==> config.mk <==
export PLATFORM = sky130hd
export DESIGN_NAME = wbx_error_generator
export DESIGN_NICKNAME = d
export VERILOG_FILES = /design/src/hdl/wbx_pkg.sv /design/src/hdl/wbx_req_if.sv /design/src/hdl/wbx_req_router.sv /design/src/hdl/wbx_err_fsm.sv /design/src/hdl/wbx_error_generator.sv
export SDC_FILE = /design/constraint.sdc
export NUM_CORES = 1
export LEC_CHECK = 0
export ABC_AREA = 1
export BUFFER_PORTS_ARGS = -buffer_cell sky130_fd_sc_hd__buf_4
export CAP_MARGIN = 20
export CORE_MARGIN = 1
export CORE_UTILIZATION = 33
export CTS_BUF_LIST = sky130_fd_sc_hd__clkbuf_4 sky130_fd_sc_hd__clkbuf_8 sky130_fd_sc_hd__clkbuf_16
export CTS_CLUSTER_SIZE = 8
export DETAILED_ROUTE_END_ITERATION = 6
export GPL_TIMING_DRIVEN = 0
export PLACE_DENSITY = 0.89
export REMOVE_ABC_BUFFERS = 1
export SYNTH_ARGS = -nofsm -noshare
export SYNTH_HDL_FRONTEND = slang
export SYNTH_HIERARCHICAL = 1
export SYNTH_SLANG_ARGS = --single-unit
==> constraint.sdc <==
create_clock -name clk_i -period 2.7 [get_ports clk_i]
set_clock_uncertainty 0.05 [all_clocks]
set_input_delay 0.27 -clock clk_i [delete_from_list [all_inputs] [get_ports clk_i]]
set_output_delay 0.27 -clock clk_i [all_outputs]
set_load 0.005 [all_outputs]
==> src/hdl/wbx_pkg.sv <==
//--------------------------------------------------------------------------
// Wishbone error generator shared definitions
// bus widths, payload vector types and the response state encoding
//--------------------------------------------------------------------------

package wbx_pkg;

   //-----------------------------------------------------------------------
   // bus widths
   //-----------------------------------------------------------------------
   localparam int ADR_WIDTH   = 16;          // address bus
   localparam int DAT_WIDTH   = 16;          // read and write data buses
   localparam int SEL_WIDTH   = 2;           // one select per data byte
   localparam int OUTST_WIDTH = 4;           // up to 15 requests in flight

   //-----------------------------------------------------------------------
   // payload vectors
   //-----------------------------------------------------------------------
   typedef logic [ADR_WIDTH-1:0] wbx_adr_t;  // word address
   typedef logic [DAT_WIDTH-1:0] wbx_dat_t;  // data word
   typedef logic [SEL_WIDTH-1:0] wbx_sel_t;  // byte selects

   //-----------------------------------------------------------------------
   // response state
   //-----------------------------------------------------------------------
   // ST_IDLE   nothing outstanding
   // ST_BUSY   valid requests wait for their target response
   // ST_ERROR  generated err is on the initiator bus this cycle
   typedef enum logic [1:0]
   {
      ST_IDLE  = 2'b00,                      // reset value
      ST_BUSY  = 2'b01,                      // counter non-zero
      ST_ERROR = 2'b10                       // err pulse cycle
   } wbx_state_t;

endpackage : wbx_pkg

==> src/hdl/wbx_req_if.sv <==
//--------------------------------------------------------------------------
// Wishbone initiator request bundle
// carries one pipelined request from the top level to the router
//--------------------------------------------------------------------------

`timescale 1ns/1ps

interface wbx_req_if
   import wbx_pkg::*;
#(
   parameter int TGT_CNT = 4                 // width of the target select tag
)
(
   input  logic clk_i                        // bus clock, sampled by checks
);

   logic               cyc;                  // bus cycle indicator
   logic               stb;                  // access request
   logic               we;                   // write enable
   wbx_sel_t           sel;                  // byte selects
   wbx_adr_t           adr;                  // address
   wbx_dat_t           dat;                  // write data
   logic [TGT_CNT-1:0] tgtsel;               // one-hot-ish target select

   // driven from the initiator ports
   modport src (
      output cyc, stb, we, sel, adr, dat, tgtsel
   );

   // consumed by the request router
   modport dst (
      input  clk_i,
      input  cyc, stb, we, sel, adr, dat, tgtsel
   );

endinterface : wbx_req_if

==> src/hdl/wbx_req_router.sv <==
//--------------------------------------------------------------------------
// Wishbone request router
// sorts requests by target select, forwards the valid ones to the target
// and merges the target response with the generated error
//--------------------------------------------------------------------------

`timescale 1ns/1ps

module wbx_req_router
   import wbx_pkg::*;
#(
   parameter int TGT_CNT = 4                 // width of the target select tag
)
(
   wbx_req_if.dst req,                       // initiator request

   // error FSM side
   input  logic     gen_err_i,               // generated err pulse
   input  logic     hold_inval_i,            // stall for invalid requests
   output logic     val_acc_o,               // valid request accepted
   output logic     inval_acc_o,             // invalid request accepted
   output logic     tgt_done_o,              // target response this cycle

   // target bus
   output logic     tgt_cyc_o,               // bus cycle indicator
   output logic     tgt_stb_o,               // access request
   output logic     tgt_we_o,                // write enable
   output wbx_sel_t tgt_sel_o,               // byte selects
   output wbx_adr_t tgt_adr_o,               // address
   output wbx_dat_t tgt_dat_o,               // write data
   input  logic     tgt_ack_i,               // acknowledge
   input  logic     tgt_err_i,               // error
   input  logic     tgt_rty_i,               // retry
   input  logic     tgt_stall_i,             // target back-pressure
   input  wbx_dat_t tgt_dat_i,               // read data

   // initiator response
   output logic     itr_ack_o,               // acknowledge
   output logic     itr_err_o,               // target or generated error
   output logic     itr_rty_o,               // retry
   output logic     itr_stall_o,             // back-pressure
   output wbx_dat_t itr_dat_o                // read data
);

   logic [TGT_CNT-1:0] tgtsel;               // local copy of the tag
   logic               valid;                // at least one target selected
   logic               req_act;              // cyc and stb both high
   logic               stall;                // selected stall source
   logic               accept;               // request taken this cycle

   //-----------------------------------------------------------------------
   // classification and acceptance
   //-----------------------------------------------------------------------
   assign tgtsel  = req.tgtsel;
   assign valid   = |tgtsel;                 // all-zero select is invalid
   assign req_act = req.cyc & req.stb;

   // target stall gates valid requests, the ordering hold gates invalid ones
   assign stall   = valid ? tgt_stall_i : hold_inval_i;
   assign accept  = req_act & ~stall;

   assign val_acc_o   = accept & valid;
   assign inval_acc_o = accept & ~valid;
   assign tgt_done_o  = tgt_ack_i | tgt_err_i | tgt_rty_i;

   //-----------------------------------------------------------------------
   // request path to the target
   //-----------------------------------------------------------------------
   assign tgt_cyc_o = req.cyc;               // cycle follows the initiator
   assign tgt_stb_o = req.stb & valid;       // invalid strobes never leave
   assign tgt_we_o  = req.we;
   assign tgt_sel_o = req.sel;
   assign tgt_adr_o = req.adr;
   assign tgt_dat_o = req.dat;

   //-----------------------------------------------------------------------
   // response path to the initiator
   //-----------------------------------------------------------------------
   assign itr_ack_o   = tgt_ack_i;
   assign itr_err_o   = tgt_err_i | gen_err_i;    // both error sources
   assign itr_rty_o   = tgt_rty_i;
   assign itr_stall_o = stall;
   assign itr_dat_o   = tgt_dat_i;

   // an unselected request must not reach the target, whatever the stalls do
   a_no_inval_stb : assert property (
      @(posedge req.clk_i) (req.cyc && !(|req.tgtsel)) |-> !tgt_stb_o
   ) else $error("strobe forwarded with empty target select");

endmodule : wbx_req_router

==> src/hdl/wbx_err_fsm.sv <==
//--------------------------------------------------------------------------
// Wishbone error response FSM
// counts outstanding valid requests, holds invalid ones until the count
// drains, and answers each invalid request with a one-cycle err
//--------------------------------------------------------------------------

`timescale 1ns/1ps

module wbx_err_fsm
   import wbx_pkg::*;
(
   input  logic clk_i,                       // bus clock
   input  logic rst_i,                       // async reset, active high

   input  logic val_acc_i,                   // valid request accepted
   input  logic inval_acc_i,                 // invalid request accepted
   input  logic tgt_done_i,                  // target ack, err or rty

   output logic gen_err_o,                   // generated err pulse
   output logic hold_inval_o                 // stall invalid requests
);

   wbx_state_t             state_q;          // current response state
   wbx_state_t             state_d;          // next response state
   logic [OUTST_WIDTH-1:0] outst_q;          // requests awaiting a response
   logic [OUTST_WIDTH-1:0] outst_d;          // next count

   //-----------------------------------------------------------------------
   // outstanding request counter
   //-----------------------------------------------------------------------
   always_comb
   begin
      outst_d = outst_q;                     // default hold
      case ({val_acc_i, tgt_done_i})
         2'b10:
         begin
            outst_d = outst_q + 1'b1;        // new request forwarded
         end
         2'b01:
         begin
            outst_d = outst_q - 1'b1;        // response returned
         end
         default:
         begin
            outst_d = outst_q;               // none, or one in and one out
         end
      endcase
   end

   always_ff @(posedge clk_i or posedge rst_i)
   begin
      if (rst_i)
      begin
         outst_q <= '0;
      end
      else
      begin
         outst_q <= outst_d;
      end
   end

   //-----------------------------------------------------------------------
   // response state
   //-----------------------------------------------------------------------
   //   inval_acc       -> ST_ERROR  (err goes out next cycle)
   //   count non-zero  -> ST_BUSY
   //   otherwise       -> ST_IDLE
   always_comb
   begin
      if (inval_acc_i)
      begin
         state_d = ST_ERROR;                 // answer the invalid request
      end
      else if (outst_d != '0)
      begin
         state_d = ST_BUSY;                  // still waiting on the target
      end
      else
      begin
         state_d = ST_IDLE;
      end
   end

   always_ff @(posedge clk_i or posedge rst_i)
   begin
      if (rst_i)
      begin
         state_q <= ST_IDLE;
      end
      else
      begin
         state_q <= state_d;
      end
   end

   assign gen_err_o    = (state_q == ST_ERROR);   // exactly one cycle
   assign hold_inval_o = (outst_q != '0);         // keeps responses in order

   //-----------------------------------------------------------------------
   // checks
   //-----------------------------------------------------------------------
   a_err_follows : assert property (
      @(posedge clk_i) disable iff (rst_i) inval_acc_i |=> gen_err_o
   ) else $error("no err the cycle after an invalid request");

   a_inval_ordered : assert property (
      @(posedge clk_i) disable iff (rst_i) inval_acc_i |-> (outst_q == '0)
   ) else $error("invalid request taken with responses outstanding");

   a_no_underflow : assert property (
      @(posedge clk_i) disable iff (rst_i)
         (tgt_done_i && !val_acc_i) |-> (outst_q != '0)
   ) else $error("target response without an outstanding request");

   a_no_overflow : assert property (
      @(posedge clk_i) disable iff (rst_i)
         (val_acc_i && !tgt_done_i) |-> (outst_q != '1)
   ) else $error("outstanding counter overflow");

endmodule : wbx_err_fsm

==> src/hdl/wbx_error_generator.sv <==
//--------------------------------------------------------------------------
// Wishbone pipelined error generator
// passes requests with a target select to the target and answers requests
// without one with a single err cycle, keeping responses in order
//--------------------------------------------------------------------------

`timescale 1ns/1ps

module wbx_error_generator
   import wbx_pkg::*;
#(
   parameter int TGT_CNT = 4                 // width of the target select tag
)
(
   input  logic               clk_i,         // bus clock
   input  logic               rst_i,         // async reset, active high

   // initiator bus
   input  logic               itr_cyc_i,     // bus cycle indicator
   input  logic               itr_stb_i,     // access request
   input  logic               itr_we_i,      // write enable
   input  wbx_sel_t           itr_sel_i,     // byte selects
   input  wbx_adr_t           itr_adr_i,     // address
   input  wbx_dat_t           itr_dat_i,     // write data
   input  logic [TGT_CNT-1:0] itr_tgtsel_i,  // target select tag
   output logic               itr_ack_o,     // acknowledge
   output logic               itr_err_o,     // error
   output logic               itr_rty_o,     // retry
   output logic               itr_stall_o,   // back-pressure
   output wbx_dat_t           itr_dat_o,     // read data

   // target bus
   output logic               tgt_cyc_o,     // bus cycle indicator
   output logic               tgt_stb_o,     // access request
   output logic               tgt_we_o,      // write enable
   output wbx_sel_t           tgt_sel_o,     // byte selects
   output wbx_adr_t           tgt_adr_o,     // address
   output wbx_dat_t           tgt_dat_o,     // write data
   input  logic               tgt_ack_i,     // acknowledge
   input  logic               tgt_err_i,     // error
   input  logic               tgt_rty_i,     // retry
   input  logic               tgt_stall_i,   // back-pressure
   input  wbx_dat_t           tgt_dat_i      // read data
);

   logic val_acc;                            // valid request taken
   logic inval_acc;                          // invalid request taken
   logic tgt_done;                           // target responded
   logic gen_err;                            // generated err pulse
   logic hold_inval;                         // ordering stall

   //-----------------------------------------------------------------------
   // initiator request bundle
   //-----------------------------------------------------------------------
   wbx_req_if #(.TGT_CNT(TGT_CNT)) req_if (.clk_i(clk_i));

   assign req_if.cyc    = itr_cyc_i;
   assign req_if.stb    = itr_stb_i;
   assign req_if.we     = itr_we_i;
   assign req_if.sel    = itr_sel_i;
   assign req_if.adr    = itr_adr_i;
   assign req_if.dat    = itr_dat_i;
   assign req_if.tgtsel = itr_tgtsel_i;

   wbx_req_router #(.TGT_CNT(TGT_CNT)) u_router (
      .req          (req_if),
      .gen_err_i    (gen_err),
      .hold_inval_i (hold_inval),
      .val_acc_o    (val_acc),
      .inval_acc_o  (inval_acc),
      .tgt_done_o   (tgt_done),
      .tgt_cyc_o    (tgt_cyc_o),
      .tgt_stb_o    (tgt_stb_o),
      .tgt_we_o     (tgt_we_o),
      .tgt_sel_o    (tgt_sel_o),
      .tgt_adr_o    (tgt_adr_o),
      .tgt_dat_o    (tgt_dat_o),
      .tgt_ack_i    (tgt_ack_i),
      .tgt_err_i    (tgt_err_i),
      .tgt_rty_i    (tgt_rty_i),
      .tgt_stall_i  (tgt_stall_i),
      .tgt_dat_i    (tgt_dat_i),
      .itr_ack_o    (itr_ack_o),
      .itr_err_o    (itr_err_o),
      .itr_rty_o    (itr_rty_o),
      .itr_stall_o  (itr_stall_o),
      .itr_dat_o    (itr_dat_o)
   );

   wbx_err_fsm u_err_fsm (
      .clk_i        (clk_i),
      .rst_i        (rst_i),
      .val_acc_i    (val_acc),
      .inval_acc_i  (inval_acc),
      .tgt_done_i   (tgt_done),
      .gen_err_o    (gen_err),
      .hold_inval_o (hold_inval)
   );

endmodule : wbx_error_generator

; ---- Word-level counts from Yosys, hierarchy flattened
; Index checks and enable logic that the tools add are counted.
[word_totals]
reg_bits = 6
inputBits = 63
elab_cells = 24
[op_classes]
addsub = 2
eq_ne = 3
n_mux = 4
bitwise = 10
n_reduce_logical = 3
[ops]
columns = cell, n
row1 = one-hot mux 4 bit (2 select lines), 1
row2 = nonzero test 4 bit, 2
row3 = AND 1 bit, 5
row4 = adder 4 x 1 -> 4 bit (second input constant), 1
row5 = == test 2 bit (second input constant), 2
row6 = OR reduction 4 bit, 1
row7 = subtractor 4 x 1 -> 4 bit (second input constant), 1
row8 = OR 1 bit, 3
row9 = == test 2 x 1 -> 1 bit (second input constant), 1
row10 = two-way mux 1 bit, 2
row11 = two-way mux 2 bit, 1
row12 = inverter 1 bit, 2

; ---- Logic depth before layout (Yosys ltp)
[logic_depth]
ltp_word = 10
depth_mapped = 20
ltp_nobuf = 20

; ---- By module
; Netlist, hierarchy kept.
[by_module_without_submodules]
columns = mod, cells_per_inst, area_each_um2, n_inst, seq_area_each_um2
row1 = wbx_req_router, 71, 485.5, 1, 0.0
row2 = wbx_err_fsm, 56, 396.6, 1, 150.1

; ---- Least setup slack after synthesis
; No wires, ideal clock.
[synth_timing]
path_kind = input-to-reg
from = in itr_tgtsel_i[1]
to = reg u_err_fsm.state_q[0]
required_ns = 2.537
arrival_ns = 1.792
path_stages = 17
path_slack_ns = 0.745
cell_sequence = nor2_2 -> nand2_1 -> nand2_1 -> nor2_1 -> inv_1 -> ha_1 -> inv_1 -> nand2_1 -> nand2_1 -> ha_1 -> nand2_1 -> o21ai_2 -> or2_0 -> nor2_1 -> nand3_1 -> nand2_1 -> inv_1
[synth_via]
elab_chain_len = 10
elab_cells_between_ends = 13
classes_between = eq/ne: 2 / mux: 4 / bitwise: 5 / reduce/logical: 2
[synth_rtl]
columns = item, line
row1 = "start, declared", wbx_error_generator.sv:25  ; input logic [TGT_CNT-1:0] itr_tgtsel_i,
row2 = OR reduction 4 bit *, wbx_req_router.sv:55  ; assign valid = |tgtsel;
row3 = two-way mux 1 bit, wbx_req_router.sv:59  ; assign stall = valid ? tgt_stall_i : hold_inval_i;
row4 = inverter 1 bit, wbx_req_router.sv:60  ; assign accept = req_act & ~stall;
row5 = AND 1 bit, wbx_req_router.sv:60
row6 = AND 1 bit *, wbx_req_router.sv:62  ; assign val_acc_o = accept & valid;
row7 = via val_acc, wbx_error_generator.sv:46  ; logic val_acc;
row8 = == test 2 x 1 -> 1 bit / == test 2 bit (equally long branches), wbx_err_fsm.sv:34  ; case ({val_acc_i, tgt_done_i})
row9 = one-hot mux 4 bit (2 select lines) *, wbx_err_fsm.sv:34
row10 = via u_err_fsm.outst_d[1], wbx_err_fsm.sv:26  ; logic [OUTST_WIDTH-1:0] outst_d;
row11 = nonzero test 4 bit *, wbx_err_fsm.sv:74  ; else if (outst_d != '0)
row12 = two-way mux 1 bit *, wbx_err_fsm.sv:74
row13 = two-way mux 2 bit *, wbx_err_fsm.sv:70  ; if (inval_acc_i)
row14 = via u_err_fsm.state_d[0], wbx_err_fsm.sv:24  ; wbx_state_t state_d;
row15 = "end signal, assigned", wbx_err_fsm.sv:92  ; state_q <= state_d;
row16 = "end, declared", wbx_err_fsm.sv:23  ; wbx_state_t state_q;
; Mark *: on every way through the listed nets, which the timed path passes. The rest lies on a longest branch.

; ---- Worst setup path after layout
; Same ends and word-level chain as after synthesis.

==> flow_metrics.py <==
metrics = {
    "final_layout": {
        "fin_nets": 162,
        "syn_to_final_growth_pct": -23.5,
        "drive_gt1_share_pct": 27.7,
        "n_antenna_cell": 0,
    },
    "clocking": {
        "path_clk_slew_ns": 0.04,
        "cts_buffer_depth": 2,
        "htreeDepth": 1,
        "clkSinkCount": 6,
        "cts-root-buf": "clkbuf_4",
        "cts_tree": "done",
        "postCtsSetupBuffers": 0,
        "insertion_delay_ns": 0.23,
        "cts_buffers": 3,
    },
    "detailed_routing": {
        "drc": 0,
        "viasPerCell": 4.82,
        "routedWlPerCell_um": 32.1,
        "drt_wl_total_um": 3980,
        "drt.antenna.violating_nets": 0,
        "dr.pass1.iters": 4,
        "dr_total_vias": 598,
        "first_iter_violations": 6,
    },
    "yosys": {
        "synth_edf_count": 0,
        "yosys_warnings": 6,
        "synth_flop_cell": "dfrtp_1",
        "synth.cell_area_um2": 882,
        "synth_common_cells": "54 x buf_4, 22 x nand2_1, 14 x inv_1, 8 x nand3_1, 8 x nor2_1",
        "synth_area_per_cell_um2": 6.95,
        "async_flop_share_pct": 100,
        "syn_inst": 127,
        "synthTopCellsByArea": "buf_4 46%, dfrtp_1 17%, nand2_1 9.4%",
        "yosysTopAreaCell": "buf_4",
        "synth.most_common_cell": "buf_4",
        "yosysTopAreaCellShare_pct": 46.0,
        "ys_ff_latch": 6,
        "ys_seq_area_share_pct": 17.0,
        "ys_types": 17,
    },
    "die": {
        "ios": 120,
        "rows": 18,
        "die-area_um2": 2880,
        "core_area_um2": 2500,
        "die_h_um": 53.7,
        "die_w_um": 53.7,
        "initial_utilization_pct": 35.3,
    },
    "run_status": {
        "status": "complete, no violations",
    },
    "global_route": {
        "antenna_found_initial": 0,
        "grt_max_degree": 7,
        "overflow": 0,
        "grt_pass1_wl_um": 4560,
        "grt_use_total_pct": 27.4,
        "grt_pass1_vias": 560,
    },
    "worst_setup_path": {
        "path_class": "in -> reg",
        "arrival_ns": 2.10,
        "crit_path_max_fanout": 4,
        "endpoint_kind": "flip-flop",
        "critPathRequiredTime_ns": 2.78,
        "start_kind": "input port",
    },
    "sta": {
        "fin_crit_sh_pct": 74.7,
        "hold_viol": 0,
        "maxSlewViolCount": 0,
        "worst_hold_slack_ns": 0.280,
        "setup_tns_ns": 0,
        "fmax_mhz": 496,
        "slew_headroom_pct": 85.6,
        "setup_violations": 0,
        "worstMarginPinSlew_ns": 0.216,
        "min_period_ns": 2.02,
        "rsz0062_at_grt": "false",
    },
    "pwr": {
        "ir_worst_vdd_uv": 438,
        "power_leakage_uw": 0.000365,
        "power.density_cell_area_nw_per_um2": 722,
    },
    "placement": {
        "numPortBuffers": 17,
        "dpl.hpwl_um": 3830,
        "gp_congestion": 0.886,
    },
    "hold_path": {
        "worstHoldPathType": "in -> reg",
    },
    "flow_run": {
        "max_cap_violations": 0,
    },
}
-- cell families (layout without fill, tap and decap cells) --
| kind of cell | after synthesis | after routing | share of synthesized area [%] |
|---|---|---|---|
| flops | 6 | 6 | 17.0 |
| buf+inv | 69 | 36 | 52.3 |
| simple gates | 44 | 44 | 21.7 |
| fa+ha+maj | 3 | 3 | 4.26 |
| xor+xnor | 2 | 2 | 1.99 |
| compound gates | 3 | 3 | 2.70 |
-- path summary, 6_finish.rpt --
kind,from,endpoint,slack [ns],cells past startpoint
worst max-delay path,itr_tgtsel_i[1],u_err_fsm/state_q[0],0.68,18
worst min-delay path,itr_stb_i,u_err_fsm/state_q[1],0.28,3
worst max register to register,u_err_fsm/outst_q[1],u_err_fsm/state_q[0],1.09,11
worst min register to register,u_err_fsm/outst_q[0],u_err_fsm/outst_q[0],0.50,1
max in group asynchronous,rst_i,u_err_fsm/outst_q[1],1.95,3
min in group asynchronous,rst_i,u_err_fsm/state_q[0],0.46,3
-- through the flow --
| stage | util [%] | cell area, µm² | cells | setup slack (ns) | power, µW |
|---|---|---|---|---|---|
| 3_3_place_gp | 25.7 | 642 | 120 | 0.489 | 396 |
| 6_report | 27.0 | 674 | 124 | 0.684 | 487 |
| 2_1_floorplan | - | 477 | 73 | 0.745 | 344 |
| 3_5_place_dp | 25.7 | 642 | 120 | 0.448 | 409 |
| 4_1_cts | 27.0 | 674 | 124 | 0.700 | 491 |
| 5_1_grt | 27.0 | 674 | 124 | 0.488 | 538 |
-- sequential cells by signal, indices dropped and copies added (netlist names) --
| signal | flops |
|---|---|
| u_err_fsm/state_q | 2 |
| u_err_fsm/outst_q | 4 |
-- final cells by class --
class	instances	area (µm²)
tap	30	37.5
fill	280	1830
sequential	6	150
timing repair buffer	18	138
clock buffer	3	22.5
multi-input combinational	52	270
inverter	15	56.3
-- power breakdown --
part	total, µW	internal, µW	switching, µW
sequential	169	128	40.6
clock	75.8	49.8	25.9
combinational	242	107	136
-- cells in the final DEF (no fill, tap or decap) --
cell type | Yosys | routed
o21ai_2 | 1 | 1
nand3_1 | 8 | 8
inv_2 | 1 | 1
xnor2_1 | 2 | 2
ha_1 | 3 | 3
or2_2 | 1 | 1
dlygate4sd3_1 | 0 | 1
nand2_2 | 1 | 1
nand3b_1 | 1 | 1
nand2_1 | 22 | 22
buf_4 | 54 | 17
dfrtp_1 | 6 | 6
nor2_2 | 2 | 2
a21boi_0 | 1 | 1
clkbuf_4 | 0 | 3
nor2_1 | 8 | 8
inv_1 | 14 | 14
or2_0 | 1 | 1
o211ai_1 | 1 | 1
-- repair_timing --
item | in CTS | in global routing
endpoints found under the hold margin | 6 | 0
hold buffers | 1 | 0
gates resized for setup | 0 | 0
-- routing by layer --
metal,GRT usage (%),vias up,share of wire (%),routed length (µm)
li1,-,267,-,-
met1,13.2,253,17,693
met2,49.2,70,51,2030
met3,33.1,8,27,1090
met4,14.5,0,4.3,172
met5,0,-,0,0
-- worst max-delay path, stage by stage --
cell and delay (ns):
buf_4 0.11, nor2_2 0.17, nand2_1 0.09, nand2_1 0.07, nor2_1 0.04, inv_1 0.08
ha_1 0.21, inv_1 0.07, nand2_1 0.06, nand2_1 0.07, ha_1 0.27, nand2_1 0.08
o21ai_2 0.06, or2_0 0.20, nor2_1 0.10, nand3_1 0.08, nand2_1 0.06, inv_1 0.03
(Power assumes the default switching activity.)
